File: src/common/axi_read_pkg.sv
package axi_read_pkg;

   localparam int AXI_LEN_W = 8;

   localparam logic [1:0] AXI_BURST_INCR = 2'b01;

   // Modifiable, non-bufferable
   localparam logic [3:0] AXI_CACHE_DEFAULT = 4'b0010;

   // Unprivileged, non-secure, data access
   localparam logic [2:0] AXI_PROT_DEFAULT = 3'b010;

   localparam int BOUNDARY_W = 12;   // 4 KB page
   localparam int MAX_BEATS  = 256;

   // arsize encoding for a full-width beat
   function automatic logic [2:0] axi_size_code(input int data_w);
      case (data_w)
         16:      return 3'b001;
         32:      return 3'b010;
         64:      return 3'b011;
         128:     return 3'b100;
         256:     return 3'b101;
         512:     return 3'b110;
         1024:    return 3'b111;
         default: return 3'b000;
      endcase
   endfunction

   function automatic int offset_w(input int data_w);
      return $clog2(data_w / 8);   // Byte lane select bits
   endfunction

endpackage

File: src/common/burst_cmd_if.sv
`timescale 1ns/1ps

interface burst_cmd_if
   import axi_read_pkg::*;
#(
   parameter int AXI_ADDR_W = 32
) ();
   logic                  start;       // Load a new request
   logic                  next;        // Step to following burst, at AR handshake
   logic [AXI_ADDR_W-1:0] axaddr;
   logic [AXI_LEN_W-1:0]  axlen;       // Beats minus one
   logic                  last_burst;

   modport splitter (
      input  start, next,
      output axaddr, axlen, last_burst
   );

   modport sequencer (
      output start, next,
      input  axlen, last_burst
   );
endinterface

File: src/simple_axi_read/burst_splitter.sv
`timescale 1ns/1ps

module burst_splitter
   import axi_read_pkg::*;
#(
   parameter int AXI_ADDR_W = 32,
   parameter int AXI_DATA_W = 32,
   parameter int LEN_W      = 12
) (
   input  logic                  clk_i,
   input  logic                  rst_i,
   input  logic [AXI_ADDR_W-1:0] req_addr_i,
   input  logic [LEN_W-1:0]      req_len_i,
   burst_cmd_if.splitter         cmd
);
   localparam int OFF_W  = offset_w(AXI_DATA_W);
   localparam int BYTES  = AXI_DATA_W / 8;
   localparam int CNT_W  = LEN_W + 1;
   localparam int PAGE_W = BOUNDARY_W + 1;
   localparam int CMP_W  = (CNT_W > PAGE_W) ? CNT_W : PAGE_W;

   logic [AXI_ADDR_W-1:0] src_addr;      // Address of the burst being formed
   logic [CMP_W-1:0]      src_beats;     // Beats still to issue, this burst included
   logic [CMP_W-1:0]      page_beats;
   logic [CMP_W-1:0]      burst_beats;
   logic [CMP_W-1:0]      rem_beats_q;   // Beats left after the presented burst

   always_comb begin
      if (cmd.start) begin
         // Beats cover the leading offset plus the length, rounded up
         src_addr  = {req_addr_i[AXI_ADDR_W-1:OFF_W], {OFF_W{1'b0}}};
         src_beats = CMP_W'((CNT_W'(req_addr_i[OFF_W-1:0]) + CNT_W'(req_len_i)
                             + CNT_W'(BYTES - 1)) >> OFF_W);
      end else begin
         src_addr  = cmd.axaddr + ((AXI_ADDR_W'(cmd.axlen) + 1'b1) << OFF_W);
         src_beats = rem_beats_q;
      end

      // Beats until the next 4 KB page
      page_beats = CMP_W'(({1'b1, {BOUNDARY_W{1'b0}}}
                           - {1'b0, src_addr[BOUNDARY_W-1:0]}) >> OFF_W);

      burst_beats = src_beats;
      if (page_beats < burst_beats) begin
         burst_beats = page_beats;
      end
      if (CMP_W'(MAX_BEATS) < burst_beats) begin
         burst_beats = CMP_W'(MAX_BEATS);
      end
   end

   always_ff @(posedge clk_i or posedge rst_i) begin
      if (rst_i) begin
         rem_beats_q    <= '0;
         cmd.last_burst <= 1'b0;
      end else if (cmd.start || cmd.next) begin
         rem_beats_q    <= src_beats - burst_beats;
         cmd.last_burst <= (src_beats == burst_beats);
      end
   end

   // Burst fields, stable between start/next pulses
   always_ff @(posedge clk_i) begin
      if (cmd.start || cmd.next) begin
         cmd.axaddr <= src_addr;
         cmd.axlen  <= AXI_LEN_W'(burst_beats - 1'b1);
      end
   end

endmodule

File: src/simple_axi_read/read_sequencer.sv
`timescale 1ns/1ps

module read_sequencer
   import axi_read_pkg::*;
(
   input  logic                 clk_i,
   input  logic                 rst_i,
   input  logic                 req_valid_i,
   output logic                 req_ready_o,
   burst_cmd_if.sequencer       cmd,
   input  logic                 aligner_empty_i,
   output logic                 axi_arvalid_o,
   output logic [AXI_LEN_W-1:0] axi_arlen_o,
   input  logic                 axi_arready_i,
   input  logic                 axi_rvalid_i,
   input  logic                 axi_rlast_i,
   output logic                 axi_rready_o,
   output logic                 burst_done_o
);
   localparam logic [1:0] ST_IDLE = 2'd0;
   localparam logic [1:0] ST_LOAD = 2'd1;
   localparam logic [1:0] ST_ADDR = 2'd2;
   localparam logic [1:0] ST_DATA = 2'd3;

   logic [1:0] state;
   logic       last_q;        // Issued burst ends the request
   logic       r_last_beat;

   assign req_ready_o  = (state == ST_IDLE) && aligner_empty_i;
   assign cmd.start    = req_valid_i && req_ready_o;
   assign cmd.next     = axi_arvalid_o && axi_arready_i;
   assign axi_rready_o = (state == ST_DATA);
   assign r_last_beat  = axi_rvalid_i && axi_rready_o && axi_rlast_i;
   assign burst_done_o = r_last_beat && last_q;

   always_ff @(posedge clk_i or posedge rst_i) begin
      if (rst_i) begin
         state         <= ST_IDLE;
         axi_arvalid_o <= 1'b0;
         last_q        <= 1'b0;
      end else begin
         case (state)
            ST_IDLE: begin
               if (cmd.start) state <= ST_LOAD;
            end
            ST_LOAD: begin
               axi_arvalid_o <= 1'b1;
               last_q        <= cmd.last_burst;   // Splitter moves on at AR handshake
               state         <= ST_ADDR;
            end
            ST_ADDR: begin
               if (axi_arready_i) begin
                  axi_arvalid_o <= 1'b0;
                  state         <= ST_DATA;
               end
            end
            default: begin
               if (r_last_beat) state <= last_q ? ST_IDLE : ST_LOAD;
            end
         endcase
      end
   end

   always_ff @(posedge clk_i) begin
      if (state == ST_LOAD) axi_arlen_o <= cmd.axlen;
   end

endmodule

File: src/simple_axi_read/read_aligner.sv
`timescale 1ns/1ps

module read_aligner
   import axi_read_pkg::*;
#(
   parameter int AXI_DATA_W = 32,
   parameter int LEN_W      = 12
) (
   input  logic                            clk_i,
   input  logic                            rst_i,
   input  logic [offset_w(AXI_DATA_W)-1:0] offset_i,
   input  logic [LEN_W-1:0]                len_i,
   input  logic                            start_i,
   input  logic [AXI_DATA_W-1:0]           beat_data_i,
   input  logic                            beat_valid_i,
   input  logic                            burst_done_i,
   output logic [AXI_DATA_W-1:0]           rdata_o,
   output logic                            rvalid_o,
   output logic                            rlast_o,
   output logic                            empty_o
);
   localparam int OFF_W = offset_w(AXI_DATA_W);
   localparam int BYTES = AXI_DATA_W / 8;
   localparam int CNT_W = LEN_W + 1;

   logic [OFF_W+2:0]      shift_bits;   // Offset in bits
   logic [OFF_W+3:0]      up_bits;
   logic [AXI_DATA_W-1:0] merged;
   logic [AXI_DATA_W-1:0] held_q;
   logic                  held_valid;
   logic [CNT_W-1:0]      req_words;
   logic [CNT_W-1:0]      owed_q;       // Output words still owed
   logic [CNT_W-1:0]      owed_after;
   logic                  emit_beat;
   logic                  flush_q;

   assign shift_bits = {offset_i, 3'b000};
   assign up_bits    = (OFF_W + 4)'(AXI_DATA_W) - (OFF_W + 4)'(shift_bits);

   // Upper bytes of held beat in low lanes, low bytes of new beat above them
   assign merged = (held_q >> shift_bits) | (beat_data_i << up_bits);

   assign req_words = (CNT_W'(len_i) + CNT_W'(BYTES - 1)) >> OFF_W;

   // Aligned stream passes straight through, otherwise wait for a held beat
   assign emit_beat  = beat_valid_i && (owed_q != '0)
                       && ((offset_i == '0) || held_valid);
   assign owed_after = emit_beat ? owed_q - 1'b1 : owed_q;

   assign empty_o = (owed_q == '0) && !held_valid && !flush_q && !rvalid_o;

   always_ff @(posedge clk_i or posedge rst_i) begin
      if (rst_i) begin
         held_valid <= 1'b0;
         owed_q     <= '0;
         flush_q    <= 1'b0;
         rvalid_o   <= 1'b0;
         rlast_o    <= 1'b0;
      end else begin
         rvalid_o <= emit_beat || flush_q;
         rlast_o  <= (emit_beat || flush_q) && (owed_q == CNT_W'(1));
         if (start_i) begin
            owed_q     <= req_words;
            held_valid <= 1'b0;
            flush_q    <= 1'b0;
         end else if (flush_q) begin
            owed_q     <= '0;   // Flush is always the final word
            held_valid <= 1'b0;
            flush_q    <= 1'b0;
         end else if (beat_valid_i) begin
            owed_q     <= owed_after;
            held_valid <= !burst_done_i;
            flush_q    <= burst_done_i && (owed_after != '0);
         end
      end
   end

   always_ff @(posedge clk_i) begin
      if (beat_valid_i) held_q <= beat_data_i;
      if (flush_q) begin
         rdata_o <= held_q >> shift_bits;   // Upper lanes don't care
      end else if (emit_beat) begin
         rdata_o <= (offset_i == '0) ? beat_data_i : merged;
      end
   end

endmodule

File: src/simple_axi_read/simple_axi_read.sv
`timescale 1ns/1ps

module simple_axi_read
   import axi_read_pkg::*;
#(
   parameter int AXI_ADDR_W = 32,
   parameter int AXI_DATA_W = 32,
   parameter int LEN_W      = 12
) (
   input  logic                  clk_i,
   input  logic                  rst_i,
   // Request
   input  logic                  req_valid_i,
   output logic                  req_ready_o,
   input  logic [AXI_ADDR_W-1:0] req_addr_i,
   input  logic [LEN_W-1:0]      req_len_i,
   // Output stream, no back-pressure
   output logic [AXI_DATA_W-1:0] rdata_o,
   output logic                  rvalid_o,
   output logic                  rlast_o,
   // AXI read address
   output logic [AXI_ADDR_W-1:0] axi_araddr_o,
   output logic [AXI_LEN_W-1:0]  axi_arlen_o,
   output logic [2:0]            axi_arsize_o,
   output logic [1:0]            axi_arburst_o,
   output logic [3:0]            axi_arcache_o,
   output logic [2:0]            axi_arprot_o,
   output logic                  axi_arvalid_o,
   input  logic                  axi_arready_i,
   // AXI read data
   input  logic [AXI_DATA_W-1:0] axi_rdata_i,
   input  logic                  axi_rlast_i,
   input  logic                  axi_rvalid_i,
   output logic                  axi_rready_o
);
   localparam int OFF_W = offset_w(AXI_DATA_W);

   logic aligner_empty;
   logic burst_done;
   logic rbeat_valid;

   burst_cmd_if #(.AXI_ADDR_W(AXI_ADDR_W)) cmd_if ();

   assign axi_araddr_o  = cmd_if.axaddr;
   assign axi_arsize_o  = axi_size_code(AXI_DATA_W);
   assign axi_arburst_o = AXI_BURST_INCR;
   assign axi_arcache_o = AXI_CACHE_DEFAULT;
   assign axi_arprot_o  = AXI_PROT_DEFAULT;
   assign rbeat_valid   = axi_rvalid_i && axi_rready_o;   // Accepted R beat

   burst_splitter #(
      .AXI_ADDR_W (AXI_ADDR_W),
      .AXI_DATA_W (AXI_DATA_W),
      .LEN_W      (LEN_W)
   ) splitter_i (
      .clk_i      (clk_i),
      .rst_i      (rst_i),
      .req_addr_i (req_addr_i),
      .req_len_i  (req_len_i),
      .cmd        (cmd_if)
   );

   read_sequencer sequencer_i (
      .clk_i           (clk_i),
      .rst_i           (rst_i),
      .req_valid_i     (req_valid_i),
      .req_ready_o     (req_ready_o),
      .cmd             (cmd_if),
      .aligner_empty_i (aligner_empty),
      .axi_arvalid_o   (axi_arvalid_o),
      .axi_arlen_o     (axi_arlen_o),
      .axi_arready_i   (axi_arready_i),
      .axi_rvalid_i    (axi_rvalid_i),
      .axi_rlast_i     (axi_rlast_i),
      .axi_rready_o    (axi_rready_o),
      .burst_done_o    (burst_done)
   );

   read_aligner #(
      .AXI_DATA_W (AXI_DATA_W),
      .LEN_W      (LEN_W)
   ) aligner_i (
      .clk_i        (clk_i),
      .rst_i        (rst_i),
      .offset_i     (req_addr_i[OFF_W-1:0]),
      .len_i        (req_len_i),
      .start_i      (cmd_if.start),
      .beat_data_i  (axi_rdata_i),
      .beat_valid_i (rbeat_valid),
      .burst_done_i (burst_done),
      .rdata_o      (rdata_o),
      .rvalid_o     (rvalid_o),
      .rlast_o      (rlast_o),
      .empty_o      (aligner_empty)
   );

endmodule

File: config.mk
export PLATFORM = sky130hd
export DESIGN_NAME = simple_axi_read
export DESIGN_NICKNAME = d
export VERILOG_FILES = /design/src/common/axi_read_pkg.sv /design/src/common/burst_cmd_if.sv /design/src/simple_axi_read/burst_splitter.sv /design/src/simple_axi_read/read_sequencer.sv /design/src/simple_axi_read/read_aligner.sv /design/src/simple_axi_read/simple_axi_read.sv
export SDC_FILE = /design/constraint.sdc
export NUM_CORES = 1
export LEC_CHECK = 0
export ABC_AREA = 1
export BUFFER_PORTS_ARGS = -buffer_cell sky130_fd_sc_hd__buf_2
export CORE_MARGIN = 2
export CORE_UTILIZATION = 35
export CTS_CLUSTER_SIZE = 40
export DETAILED_ROUTE_END_ITERATION = 12
export PLACE_DENSITY = 0.52
export SLEW_MARGIN = 5
export SYNTH_ARGS = -nofsm -noshare
export SYNTH_HDL_FRONTEND = slang
export SYNTH_SLANG_ARGS = --single-unit
File: constraint.sdc
create_clock -name clk_i -period 8.18 [get_ports clk_i]
set_input_delay 2.045 -clock clk_i [delete_from_list [all_inputs] [get_ports clk_i]]
set_output_delay 2.045 -clock clk_i [all_outputs]
set_load 0.05 [all_outputs]
# Word-level counts from Yosys, hierarchy flattened
# Cells that the tools add are included.
dict set report totals {
  reg_bits 147
  in_bits 82
  out_inout_bits 89
  wordCells 92
}
dict set report op_classes {
  add_sub_neg 10
  order_cmp 2
  n_eq_ne 7
  shift 2
  mux 24
  n_bitwise 1
  reduce_logical 31
}
# op n
set op_table {}
lappend op_table {{32-bit 2-to-1 mux} 4}
lappend op_table {{13-bit 2-to-1 mux} 7}
lappend op_table {{32-bit adder} 1}
lappend op_table {{32-bit bitwise OR} 1}
lappend op_table {{32-bit by 6-bit left shift with 32-bit output} 1}
lappend op_table {{32-bit by 5-bit >> shifter with 32-bit output} 1}
lappend op_table {{13-bit nonzero test} 2}
lappend op_table {{12-bit by 2-bit adder with 13-bit output, second input constant} 1}
lappend op_table {{13-bit by 2-bit adder with 13-bit output, second input constant} 1}
lappend op_table {{2-bit by 12-bit adder with 13-bit output} 1}
lappend op_table {{13-bit by 1-bit == test with 1-bit output, second input constant} 1}
lappend op_table {{13-bit == test} 1}
lappend op_table {{1-bit logical AND} 13}
lappend op_table {{13-bit zero test} 1}
lappend op_table {{11-bit by 13-bit < comparator with 1-bit output} 1}
lappend op_table {{9-bit by 13-bit < comparator with 1-bit output, first input constant} 1}
lappend op_table {{13-bit by 1-bit subtractor with 13-bit output, second input constant} 1}
lappend op_table {{13-bit by 12-bit subtractor with 13-bit output, first input constant} 1}
lappend op_table {{13-bit subtractor} 1}
lappend op_table {{8-bit by 1-bit adder with 9-bit output, second input constant} 1}
lappend op_table {{1-bit 2-to-1 mux} 8}
lappend op_table {{8-bit by 1-bit subtractor with 8-bit output, second input constant} 1}
lappend op_table {{2-bit 2-to-1 mux} 3}
lappend op_table {{2-bit case mux with 3 select lines} 1}
lappend op_table {{13 further kinds} 22}

# Longest topological paths before layout
# Gate-level depths: netlist (run 1).
dict set report logic_depth {
  ltp_word 13
  ltp_mapped 53
  depth_no_buf 52
}

# Cells and area by module
# A second synthesis (run 1) with hierarchy kept.
dict set report unflattened {
  hier_cells 1315
  area_unflattened_um2 10289.9
}
# module instances cells_each area_each_um2 seq_area_each_um2
set by_module_without_submodules {}
lappend by_module_without_submodules {burst_splitter 1 685 4962.3 1551.5}
lappend by_module_without_submodules {read_aligner 1 564 4663.2 2347.3}
lappend by_module_without_submodules {read_sequencer 1 50 559.3 340.3}
lappend by_module_without_submodules {simple_axi_read 1 16 105.1 0.0}

# Worst setup path before layout (run 1)
# No wires, ideal clock.
dict set report synth_timing {
  kind {input to register}
  startpoint {input port req_addr_i[1]}
  endpoint {register splitter_i.rem_beats_q[11]}
  setup_time_ns 0.108
  t_arrival_ns 7.377
  required_time_ns 8.072
  slack_ns 0.695
  cell_stages 44
  n_path_buf 2
  cell_sequence {inv_1 > clkbuf_1 > ha_1 > o21bai_1 > fa_1 > inv_1 > nand4_1 > xor2_1 > nand2_1 > o21a_1 > inv_1 > ha_1 > nand2_1 > nor2_1 > a211oi_1 > o21ai_0 > nand2_2 > nand2_4 > (+8 left out) > ha_1 > nand3_1 > nand2_1 > a21o_1 > a21oi_1 > nor2_1 > o21ai_0 > nand2_1 > nand3_1 > nand2_1 > nand2_1 > inv_1 > nor2_1 > nor2_1 > nor2_1 > xor2_1 > nand2_1 > o21ai_0}
}
dict set report synth_between {
  elab_chain_cells 8
}
# element line_no
set synth_lines {}
lappend synth_lines {{from (decl)} simple_axi_read.sv:15} ;# input logic [AXI_ADDR_W-1:0] req_addr_i,
lappend synth_lines {{2-bit by 12-bit adder with 13-bit output (*)} burst_splitter.sv:32} ;# src_beats = CMP_W'((CNT_W'(req_addr_i[OFF_W-1:0]) + CNT_W'(req_len_i)
lappend synth_lines {{13-bit by 2-bit adder with 13-bit output (*)} burst_splitter.sv:33} ;# + CNT_W'(BYTES - 1)) >> OFF_W);
lappend synth_lines {{13-bit 2-to-1 mux (*)} burst_splitter.sv:29} ;# if (cmd.start) begin
lappend synth_lines {{11-bit by 13-bit < comparator with 1-bit output} burst_splitter.sv:44} ;# if (page_beats < burst_beats) begin
lappend synth_lines {{13-bit 2-to-1 mux} burst_splitter.sv:44}
lappend synth_lines {{9-bit by 13-bit < comparator with 1-bit output} burst_splitter.sv:47} ;# if (CMP_W'(MAX_BEATS) < burst_beats) begin
lappend synth_lines {{13-bit 2-to-1 mux} burst_splitter.sv:47}
lappend synth_lines {{13-bit subtractor (*)} burst_splitter.sv:57} ;# rem_beats_q <= src_beats - burst_beats;
lappend synth_lines {{to (signal assigned)} burst_splitter.sv:57}
lappend synth_lines {{to (decl)} burst_splitter.sv:26} ;# logic [CMP_W-1:0] rem_beats_q;
# Every way passes the cells marked *; elsewhere a longest branch is shown, timed or not.
# A chain may end at the register's enable or synchronous reset.

# Worst setup path in the final report (run 1)
# Same ends and word-level chain as after synthesis.

==> results.txt, run 1 <==
- Initial core utilization: between 30% and 40%
- After layout, the minimum clock period comes to between 7 and 8 ns.
- Cell with the most instances after synthesis: nand2_1
- Dividing the detail-routed via count by the number of cells gives between 4 and 5.
- Global routing used around 3.4% of the available met3 tracks.
* Detailed Place HPWL: about 22000 um
* Count of H-tree levels built during CTS: 4
- Number of gates resized after CTS: 0
* Required arrival time at the worst endpoint: approximately 8.5 ns
* Global-route total usage across every layer: 19.5%
- In the routed design, unresolved DRC markers number 0.
- The most numerous cell type found on the critical path is nand2_1.
- In the synthesized netlist the dominant register cell turns out to be edfxtp_1.
- Tcrit/Tclk final: between 90% and 100%
* Kind of capture point of the worst setup path: flop
- The detail route stage leaves a number of antenna-violating nets equal to 0.
- Of all nets on the critical path, the largest fanout is 13.
- A synthesized cell averages about 8 um^2.
* Port buffer count: ~160
- The number of hold buffers added after CTS was 0.
* Worst Path Buf+Inv: 5
- In the synthesized netlist, the cells that appear most often are nand2_1, inv_1, nor2_1.
- Global Route met1 Usage: around 27%
- The clock net in this run drives a total of 147 sinks.
- Number of standard cells in the layout, taps in and fillers out: ~1800
- The analysis attributes to cell leakage a power of ~5.7 nW.
- The layer flagged by global routing as most heavily used is met2.
- Number of warnings printed during yosys synthesis: 0
- The floorplan has 62 rows.
- Wirelength per Cell: 15.9 um
- Startpoint Class: input port
- Summing every instance area after synthesis gives 10100 um^2.
- Entering global routing, the biggest net connects 60 pins.
* Slew margin rel.: ~28%
- Dominant cells by area after synthesis: edfxtp_1, nand2_1, dfrtp_1
- Pre-Repair DR Iteration Count: 5
* Setup_tns: 0 ns
* RSZ-0062 raised after global routing: false
- Async SR Flop Fraction: 23.8%
- Clock buffer count from CTS: 17
- Clock-pin slew on the worst setup and hold paths: 0.07 ns
- edfxtp_1 takes more of the synthesized area than any other cell.
* Routed vias: around 9000
- From bottom edge to top edge, the die measures about 170 um.
- The die is roughly 170 um wide.
- Among all stages on the critical path, the largest delay is contributed by fa_1.
- Pwr per Cell Area: slightly below 500 nW/um^2
* First-pass GRT wire length: ~47000 um
- Number of antenna violations at the first check in global routing: 4
- The final count of pins violating max slew is 0.
- Pin placement for this block handled ~170 I/O pins.
- CORE AREA: between 20000 and 30000 um^2
* Worst hold margin: about 0.49 ns
- Synth Instances: 1281
- The hold violation total from the final report came to 0.
- Area of the multi-input gates: around 5000 um^2
* Number of synthesized register bits: 147
* Clock root buffer: clkbuf_16
- Overall routed net length: between 20000 and 30000 um
* Via count of the first global-routing pass: 8766
- At the later pin of the worst-skew pair, clock insertion delay measures approximately 0.44 ns.
* Area grow syn2layout: 17.3%
- Summing internal, switching and leakage power gives 5.81 mW.
- Path type of the worst setup path: input port to flop
- TritonCTS built the clock tree.
- Number of nets in the layout: ~1600
- Global routing finished with a remaining overflow of 0.
- Worst IR drop on VDD: 0.000399 V
* Count of buffers added by post-CTS timing repair for setup: 0
- Number of max-capacitance violations reported: 0
- Final core utilization: around two fifths
- Fraction of layout instances using a drive strength above 1: ~18%
- The tightest min-delay check is of the flop to flop type.
- The flow ran to the end, and the final reports show no timing, DRC or antenna violations.
- Highest Clock Rate: ~130 MHz
- Share of the synthesized area in the top cell type: between 30% and 40%
- At the pin with the least slew margin, the transition time is between 1 and 1.5 ns.
- The floorplan step defined a die boundary enclosing just over 30000 um^2.
- Counting tap cells, the placed design contains a total of approximately 1800 instances.
- Slowest Stage Delay on Critical Path: ~0.47 ns
- The first routing iteration left ~700 violations.
* Final Wtd Congestion: ~0.9
* Number of enable-type register cells in the synthesized netlist: about 110
* Fraction of the yosys area taken by sequential cells: a little over two fifths
* CP top delay family: simple AND/OR/NAND/NOR gates
* Number of distinct library cells after synthesis: 55
- The clock passes through at most 2 buffers.
* Worst path arrival time: 7.76 ns
- Counting the fill cells in the layout gives about 3000.
* Worst Clk Skew: between 0.02 and 0.025 ns
- Met2 usage: between 30 and 40%
- Flip-flop and latch area: around 4200 um^2
- Count of final setup violators: 0
==> final cells by class <==
cell class	instances	share of cell area [%]
diodes	4	0.0843
clock buffers	19	3.81
clock inverters	13	1.14
inverters	188	5.96
multi-input cells	906	41.7
flip-flops and latches	147	35.7
well taps	384	4.04
repair buffers	172	7.54
==> layer usage <==
metal	vias to the layer above	share of wire, %
li1	4537	-
met1	4164	48
met2	202	46
met3	32	4.2
met4	0	1.6
met5	-	0
==> flip-flops by register name (all words and copies together) (netlist names) <==
name / count
aligner_i.flush_q: 1
aligner_i.rdata_o: 32
aligner_i.held_valid: 1
aligner_i.held_q: 32
sequencer_i.last_q: 1
aligner_i.owed_q: 13
sequencer_i.axi_arlen_o: 8
splitter_i.rem_beats_q: 13
splitter_i.cmd.last_burst: 1
splitter_i.cmd.axaddr: 32
splitter_i.cmd.axlen: 8
aligner_i.rvalid_o: 1
sequencer_i.axi_arvalid_o: 1
aligner_i.rlast_o: 1
sequencer_i.state: 2
==> cell usage in the layout (no fill, tap or decap), types with 15 or more instances in the layout <==
master,n
buf_2,158
dfrtp_1,35
nand4_1,17
conb_1,15
nor2_1,118
clkbuf_16,17
ha_1,43
a31oi_1,23
edfxtp_1,112
nand3_1,62
inv_1,181
a21oi_1,52
xor2_1,41
nand2_2,19
o21ai_0,90
nand2_1,307
==> worst paths after layout <==
kind	start	end	slack, ns	cells past startpoint
max	req_addr_i[1]	splitter_i.rem_beats_q[11]	0.77	43
min	splitter_i.cmd.last_burst	sequencer_i.last_q	0.49	2
max reg2reg	splitter_i.cmd.axlen[0]	splitter_i.rem_beats_q[11]	1.37	48
min reg2reg	splitter_i.cmd.last_burst	sequencer_i.last_q	0.49	2
max in group asynchronous	rst_i	aligner_i.owed_q[9]	6.12	3
min in group asynchronous	rst_i	sequencer_i.axi_arvalid_o	1.70	3
==> report_power, final <==
part | switching [mW] | internal (mW) | total, mW
registers | 0.129 | 1.14 | 1.27
logic | 2.51 | 1.22 | 3.73
clock network | 0.357 | 0.447 | 0.804
total | 3.00 | 2.81 | 5.81
==> through the flow <==
step | worst slack [ns] | area [um^2]
after CTS | 0.786 | 11900
after floorplan | 0.695 | 10200
after detailed placement | 0.338 | 11300
after global placement | 0.436 | 11300
final | 0.772 | 11900
after global routing | 0.108 | 11900
==> worst register-to-register path: cells and delay by family, from the launching register on <==
family                   cells  cell delay [ns]
adder cells (fa/ha/maj)      4             1.24
flip-flops                   1             0.46
buffers and inverters        4             0.22
XOR/XNOR                     2             0.29
AO/OA/AOI/OAI                7             0.98
AND/OR/NAND/NOR             31             3.59
==> cell families after synthesis <==
group | after synthesis | share of synthesized area, %
AND/OR/NAND/NOR | 570 | 24.9
buffers and inverters | 241 | 9.73
AO/OA/AOI/OAI | 222 | 13.0
flip-flops | 147 | 41.8
XOR/XNOR | 53 | 4.58
adder cells (fa/ha/maj) | 46 | 5.90
other | 2 | 0.0741
Power figures use the tool's default switching activity.
==> run 2: changes to the inputs <==
--- a/config.mk
+++ b/config.mk
@@ -9,8 +9,8 @@
 export BUFFER_PORTS_ARGS = -buffer_cell sky130_fd_sc_hd__buf_2
 export CORE_MARGIN = 2
-export CORE_UTILIZATION = 35
+export CORE_UTILIZATION = 55
 export CTS_CLUSTER_SIZE = 40
 export DETAILED_ROUTE_END_ITERATION = 12
-export PLACE_DENSITY = 0.52
+export PLACE_DENSITY = 0.76
 export SLEW_MARGIN = 5
 export SYNTH_ARGS = -nofsm -noshare
==> constraint.sdc (replaced) <==
create_clock -name clk_i -period 8.18 [get_ports clk_i]
set_input_delay 2.045 -clock clk_i [delete_from_list [all_inputs] [get_ports clk_i]]
set_output_delay 2.045 -clock clk_i [all_outputs]
set_load 0.1 [all_outputs]
==> run 2 against run 1 <==
Net effect:
- setup slack worse by 0.033 ns
- utilization is 23 points higher
- flip-flop and latch count stayed put
- final area is 1.9% lower
- register-to-register slack worse by 0.07 ns
- clock-buffer cell count is 2 lower
- via count is 4.8% higher
- worst hold slack worse by 0.019 ns
- critical path depth stayed put
- global-route usage is 7.5 points higher
- critical path type unchanged
- critical endpoint unchanged
- largest cell class unchanged
- highest routed layer unchanged
==> results.txt, run 2 (synthesis results as in run 1) <==
- The filler cell count in the final layout is 1610 (-45%).
* CORE AREA: 18000 um^2 (-37%)
* Final global-route overflow total: 0 (unchanged)
- The routed wirelength normalized by instance count came to 16.1 um (+0.89%).
- Slowest Stage Delay on Critical Path: 0.46 ns (about the same)
* Hold-fix buffers, CTS: 0 (unchanged)
* Setup crit start: req_addr_i[1]
- The post-layout minimum cycle time was 7.44 ns (+0.0334 ns).
* Most common cell after layout, fill and taps aside: nand2_1
- The number of placed I/O pins came to 171 (unchanged).
- The clock net sink count came to 147 (unchanged).
- The maximum level of the CTS H-tree was 4 (unchanged).
- The data required time of the worst path was 8.52 ns (about the same).
- The utilization after layout came to 64.7% (+23 points).
- Number of max-capacitance violations reported: 0 (unchanged)
- Worst reg2reg startpoint: splitter_i.cmd.axlen[0]
* Width of the die: 140 um (-20%)
- First-pass GRT wire length: 42300 um (-9.5%)
- The final weighted congestion in routability-driven placement was 0.988 (+9.3%).
- Worst path arrival time: 7.78 ns (+0.02 ns)
* Number of nets in the layout: 1559 (-0.064%)
- The maximum fanout encountered on the critical timing path is 13 (unchanged).
- Slew margin rel.: 27.8% (-0.50 points)
* Routed vias: 9366 (+4.8%)
* Clock root buffer: clkbuf_16
* Count of antenna-violating nets left after detailed routing: 0 (unchanged)
- RSZ-0062 raised after global routing: false
- The total routing resource utilization after global routing came to 27.0% (+7.5 points).
- In this design, the critical path's most frequently occurring cell is nand2_1.
* Area grow syn2layout: 15.0%
* Kind of capture point of the worst setup path: flop
- The insertion delay to the later sink of the worst-skew pair was 0.43 ns (about the same).
* Count of buffers added by post-CTS timing repair for setup: 0 (unchanged)
* Count of final setup violators: 0 (unchanged)
- The setup TNS after final layout is 0 ns (unchanged).
- The number of buffers on the longest clock path came to 2 (unchanged).
* Setup slack after layout: 0.738 ns (-0.0334 ns)
- The detailed-placement wirelength estimate was 19700 um (-8.9%).
* Clock-pin slew on the worst setup and hold paths: 0.06 ns (about the same)
- STA classifies the critical path startpoint as an input port.
- The starting utilization of the core area is 56.2% (+21 points).
* Path type of the worst setup path: input port to flop
- The final count of pins violating max slew came to 0 (unchanged).
* Worst slack at placement: 0.372 ns (+0.0349 ns)
- The largest registers in the layout are aligner_i.held_q x32, aligner_i.rdata_o x32, splitter_i.cmd.axaddr x32.
- The flow ran to the end, and the final reports show no timing, DRC or antenna violations.
- Tcrit/Tclk final: 91.0% (+0.41 points)
* Worst Clk Skew: 0.0131 ns (-0.00844 ns)
- The initial detailed-routing violation count came to 887 (+29%).
* Port buffer count: 158 (unchanged)
- The number of iterations in the first detailed-routing pass came to 9 (+4).
- The initial antenna violation count is 2 (-2).
* Die area: 19500 um^2 (-36%)
- Fraction of layout instances using a drive strength above 1: 17.7% (-0.13 points)
- The maximum number of pins on one net before global-route repair is 60 (unchanged).
- The number of remaining DRC errors was 0 (unchanged).
* Transition time at the pin with the least slew margin: 1.08 ns (+0.00751 ns)
- The highest achievable clock rate was 134 MHz (-0.45%).
* Hold violation total from the final report: 0 (unchanged)
- Slowest cell on the critical path: fa_1
- Commonest cells after routing, fill and taps aside: nand2_1, inv_1, buf_2
- Number of core rows: 49 (-21%)
* Clock buffer count from CTS: 17 (unchanged)
* Hold wc startpoint: splitter_i.rem_beats_q[1]
- Vias per inst: 5.59 (+15%)
- Number of gates resized after CTS: 0 (unchanged)
- The post-detailed-routing wire length was 26900 um (-7.8%).
* Die span in y: 140 um (-20%)
* Hold/Removal Path Class: flop to flop
- Via count of the first global-routing pass: 8586 (-2.1%)
* Clock tree from TritonCTS: built
==> run 2: cell types whose count changed in the layout (fill, tap and decap cells not counted) <==
cell,before,now
clkinvlp_4,0,2
diode_2,4,2
inv_4,4,1
clkbuf_8,2,0
buf_4,14,13
clkinv_1,3,4
clkinv_2,0,2
==> run 2: cell type report <==
type | count | area [um^2] | share of cell area (%)
Clock inverter | 15 | 145 | 1.25
Inverter | 188 | 708 | 6.08
Sequential cell | 147 | 4240 | 36.4
Multi-Input combinational cell | 906 | 4960 | 42.5
Tap cell | 229 | 287 | 2.46
Antenna cell | 2 | 5.00 | 0.0429
Clock buffer | 17 | 425 | 3.65
Timing Repair Buffer | 171 | 888 | 7.62
==> run 2: worst max-delay path: cells and delay by family <==
family                     cells  cell delay [ns]
AOI/OAI and AO/OA              9             1.26
xor gates and xnor gates       2             0.36
adders and majority gates      4             1.36
buffers and inverters          5             0.44
and+or+nand+nor               23             2.33
==> run 2: layer usage <==
metal / global-route usage (%) / up-vias / routed length, um
met1: 37.2 / 4359 / 11800
li1: - / 4525 / -
met5: 0 / - / 0
met3: 4.54 / 63 / 1950
met2: 43.2 / 419 / 12400
met4: 10.1 / 0 / 731
==> run 2: final timing paths <==
kind	depth (start not counted)	to	slack (ns)
max	43	splitter_i.rem_beats_q[11]	0.74
min reg2reg	2	splitter_i.rem_beats_q[1]	0.47
min	2	splitter_i.rem_beats_q[1]	0.47
max in group asynchronous	3	aligner_i.owed_q[10]	6.11
max reg2reg	48	splitter_i.rem_beats_q[11]	1.30
min in group asynchronous	3	sequencer_i.axi_arvalid_o	1.71
==> run 2: stage by stage <==
step / cells / cell area [um^2] / hold WS [ns]
after CTS: 1673 / 11700 / 0.474
after detailed placement: 1641 / 11100 / 0.459
after global routing: 1675 / 11700 / 0.506
final: 1675 / 11700 / 0.474
after global placement: 1641 / 11100 / 0.452
after floorplan: 1294 / 10200 / 0.437
Power of run 2 is left out: the tool's default activity adds up to more than one toggle a clock period on the data nets, which glitch-free logic cannot reach.
==> run 3: changes to the inputs <==
ABC_AREA = default   (was 1)
CTS_BUF_LIST = sky130_fd_sc_hd__clkbuf_4 sky130_fd_sc_hd__clkbuf_8 sky130_fd_sc_hd__clkbuf_16   (was default)
PLACE_DENSITY = 0.77   (was 0.76)
==> run 3 against run 2 <==
Net effect:
- global-route usage increased by 1.5 points
- final area increased by 2.3%
- clock skew decreased by 0.0014 ns
- die area decreased by 2.5%
- via count decreased by 6.7%
- critical path type unchanged
- critical endpoint is now splitter_i.rem_beats_q[10]
- highest routed layer unchanged
==> results.txt, run 3 <==
- In the final layout, the registers with the most flip-flops are aligner_i.held_q x32, aligner_i.rdata_o x32, splitter_i.cmd.axaddr x32.
- IR analysis of the VDD net gives a maximum drop of roughly 0.00069 V.
- The sum of buffers and inverters on the critical path came to 8 (+3).
- Worst r2r dst: splitter_i.rem_beats_q[10]
* Synth Instances: 1036 (-19%)
- Via count of the first global-routing pass: 8199 (-4.5%)
* Initial core utilization: 56.7% (+0.45 points)
- Highest Clock Rate: 128 MHz (-5.1%)
- The least setup slack across all paths after layout was 0.338 ns (-0.400 ns).
- Cell depth of the worst min-delay path: 1 (-1)
- Clock tree from TritonCTS: built
- Most common cell after layout, fill and taps aside: buf_2
- Area of the mapped netlist: 9870 um^2 (-2.6%)
- Wirelength per Cell: 18.2 um (+13%)
- STA classifies the critical path startpoint as an input port.
- The arrival time of data at the critical path endpoint came to 8.12 ns (+0.34 ns).
* Number of synthesized register bits: 147 (unchanged)
- Clock buffer count from CTS: 17 (unchanged)
- The post-detailed-routing wire length came to 26700 um (-0.73%).
- The worst setup path is of the input port to flop kind.
- The root buffer cell chosen for the clock tree is clkbuf_16.
* Number of max-capacitance violations reported: 0 (unchanged)
* Most common library cells after synthesis: edfxtp_1, nor2_1, nand2_1
* Number of warnings printed during yosys synthesis: 0 (unchanged)
- Final core utilization: 68.5% (+3.8 points)
- Number of nets in the layout: 1357 (-13%)
* Slowest Stage Delay on Critical Path: 0.37 ns (-0.09 ns)
- The async set or reset register ratio after synthesis was 23.8% (unchanged).
- The startpoint identified for the worst hold timing path is splitter_i.cmd.last_burst.
* Fin crit period: 7.84 ns (+0.400 ns)
- The min-delay analysis places its worst path in the category flop to flop.
- The logic depth of the worst register-to-register path came to 33 (-31%).
- The initial antenna violation count came to 1 (-1).
- The detail-routed via count per cell was 5.95 (+6.4%).
- Worst Path Max Fanout: 10 (-3)
- The share of the synthesized area in the top cell type was 34.1% (+0.89 points).
* DRC violations left: 0 (unchanged)
* Die span in y: 138 um (-1.3%)
* Static leakage: around 5.0 nW
- Number of sinks driven by the clock tree: 147 (unchanged)
* Hold-fix buffers, CTS: 0 (unchanged)
- Summed over all instances, the cell type with the most area after synthesis is edfxtp_1.
* Count of antenna-violating nets left after detailed routing: 0 (unchanged)
- Die area: 19000 um^2 (-2.5%)
- CP top delay family: compound AO/OA/AOI/OAI gates
* Final max-slew violation count: 0 (unchanged)
* Outcome: finished clean
* Worst slack at placement: -0.164 ns (-0.537 ns)
* Fraction of the yosys area taken by sequential cells: 43.0% (+1.1 points)
- Count of H-tree levels built during CTS: 4 (unchanged)
- Clock-pin slew on the worst setup and hold paths: 0.07 ns (about the same)
- Most used flip-flop cell after synthesis: edfxtp_1
* CORE AREA: 17400 um^2 (-3.4%)
* Area grow syn2layout: 20.8%
- Routed vias: 8740 (-6.7%)
- Global-route total usage across every layer: 28.5% (+1.5 points)
* Worst reg2reg startpoint: splitter_i.cmd.axlen[0]
- The library cells used most frequently in the layout, excluding fill and tap cells, are buf_2, nor2_1, edfxtp_1.
* Total power: 6.04 mW
* Slowest cell on the critical path: a221o_1
- The leftover overflow at the end of global routing was 0 (unchanged).
* Count of final setup violators: 0 (unchanged)
- Kind of capture point of the worst setup path: flop
- CP dominant cell by count: inv_1
* Filler cells: 1376 (-15%)
- The data required time of the worst path was 8.46 ns (-0.06 ns).
- Dominant cells by area after synthesis: edfxtp_1, dfrtp_1, ha_1
- Post-synthesis area per instance: 9.53 um^2 (+20%)
- Maximum number of pins on one net before global-route repair: 56 (-6.7%)
* Number of enable-type register cells in the synthesized netlist: 112 (unchanged)
- Count of boundary I/O pins: 171 (unchanged)
- The ratio of final minimum period to clock period is 95.9% (+4.9 points).
- Transition time at the pin with the least slew margin: 1.17 ns (+0.0934 ns)
- Slew margin rel.: 21.9% (-6.0 points)
- Pwr per Cell Area: 507 nW/um^2
- The insertion delay to the later sink of the worst-skew pair came to 0.44 ns (about the same).
- The number of buffers on the longest clock path came to 2 (unchanged).
- The unique cell type count in the Yosys netlist came to 77 (+40%).
- Port buffer count: 158 (unchanged)
- Slack of the worst reg-to-reg path: 0.47 ns (-0.83 ns)
- The share of final-layout standard cells stronger than drive strength 1 is 25.3% (+7.6 points).
- Final Wtd Congestion: 0.970 (-1.8%)
* Worst hold margin: 0.490 ns (+0.0157 ns)
- Detailed Place HPWL: 19200 um (-2.3%)
* Number of design-rule violations left by the first detailed-router iteration: 815 (-8.1%)
- The hold violation total from the final report was 0 (unchanged).
- The die extent in x was 138 um (-1.3%).
- The wire length of the first global-routing pass was 41600 um (-1.5%).
- Number of standard cells in the layout, taps in and fillers out: 1469 (-12%)
* Number of core rows: 48 (-2.0%)
* Worst Clk Skew: 0.0117 ns (-0.00141 ns)
* Post-Place Cells: 1432 (-13%)
- Pre-Repair DR Iteration Count: 6 (-3)
- The path with the worst hold slack has its endpoint at splitter_i.cmd.last_burst.
==> run 3: cell types whose count changed in the layout (fill, tap and decap cells not counted), sizes merged, moves of 18 or more <==
| cell | before | now |
|---|---|---|
| nor2 | 131 | 113 |
| o21ai | 97 | 58 |
| inv | 192 | 55 |
| xnor2 | 12 | 37 |
| nand3 | 66 | 36 |
| nand2 | 330 | 103 |
| buf | 171 | 219 |
| mux2i | 0 | 34 |
| a21oi | 52 | 73 |
==> run 3: worst max-delay path by stage <==
stage / start / end / slack, ns / depth (start not counted)
finish: req_addr_i[1] / splitter_i.rem_beats_q[10] / 0.34 / 34
global route: req_addr_i[1] / splitter_i.rem_beats_q[10] / -0.05 / 34
CTS: req_addr_i[1] / splitter_i.rem_beats_q[11] / 0.25 / 34
detailed placement: req_addr_i[1] / splitter_i.rem_beats_q[11] / -0.16 / 34
global placement: req_addr_i[1] / splitter_i.rem_beats_q[11] / -0.02 / 34
floorplan: req_addr_i[1] / splitter_i.rem_beats_q[10] / -0.006 / 35
==> run 3: power breakdown <==
group          switching (mW)  internal [mW]  leakage (nW)
Sequential             0.0818          0.995          1.46
Combinational            2.36           1.75          3.18
Clock                   0.354          0.496         0.314
==> run 3: through the flow <==
step / setup TNS (ns) / cell area, um^2
5_1_grt: -0.0703 / 11900
4_1_cts: 0 / 11800
6_report: 0 / 11900
2_1_floorplan: -0.00913 / 9970
3_5_place_dp: -0.288 / 11200
3_3_place_gp: -0.0174 / 11200
==> run 3: cell type report <==
| cell class | count | area, um^2 | area share (%) |
|---|---|---|---|
| Sequential cell | 147 | 4240 | 35.5 |
| Timing Repair Buffer | 219 | 1250 | 10.5 |
| Clock buffer | 17 | 425 | 3.57 |
| Antenna cell | 2 | 5.00 | 0.0420 |
| Tap cell | 225 | 282 | 2.36 |
| Clock inverter | 15 | 213 | 1.78 |
| Inverter | 47 | 180 | 1.51 |
| Multi-Input combinational cell | 797 | 5330 | 44.7 |
==> run 3: layer usage <==
metal  vias to the layer above  track usage, %  part of all wire [%]
met5                         -               0                     0
met4                         0            12.6                   3.3
met3                        70            5.26                   7.9
met2                       427            43.8                    46
met1                      4108            39.5                    43
li1                       4135               -                     -
==> run 3: kinds of logic after synthesis <==
logic type,Yosys count,share of synthesized area [%]
AND/OR/NAND/NOR,368,18.0
AO/OA/AOI/OAI,242,16.4
flip-flops,147,43.0
buffers and inverters,105,4.60
XOR/XNOR,80,7.10
adder cells (fa/ha/maj),46,6.06
multiplexers,46,4.89
other,2,0.0761
==> run 3: what timing repair did <==
item | CTS | global route
endpoints found under the hold margin | 0 | 0
setup endpoints to repair | 0 | 6
gates resized for setup | 0 | 21
setup buffers | 0 | 3
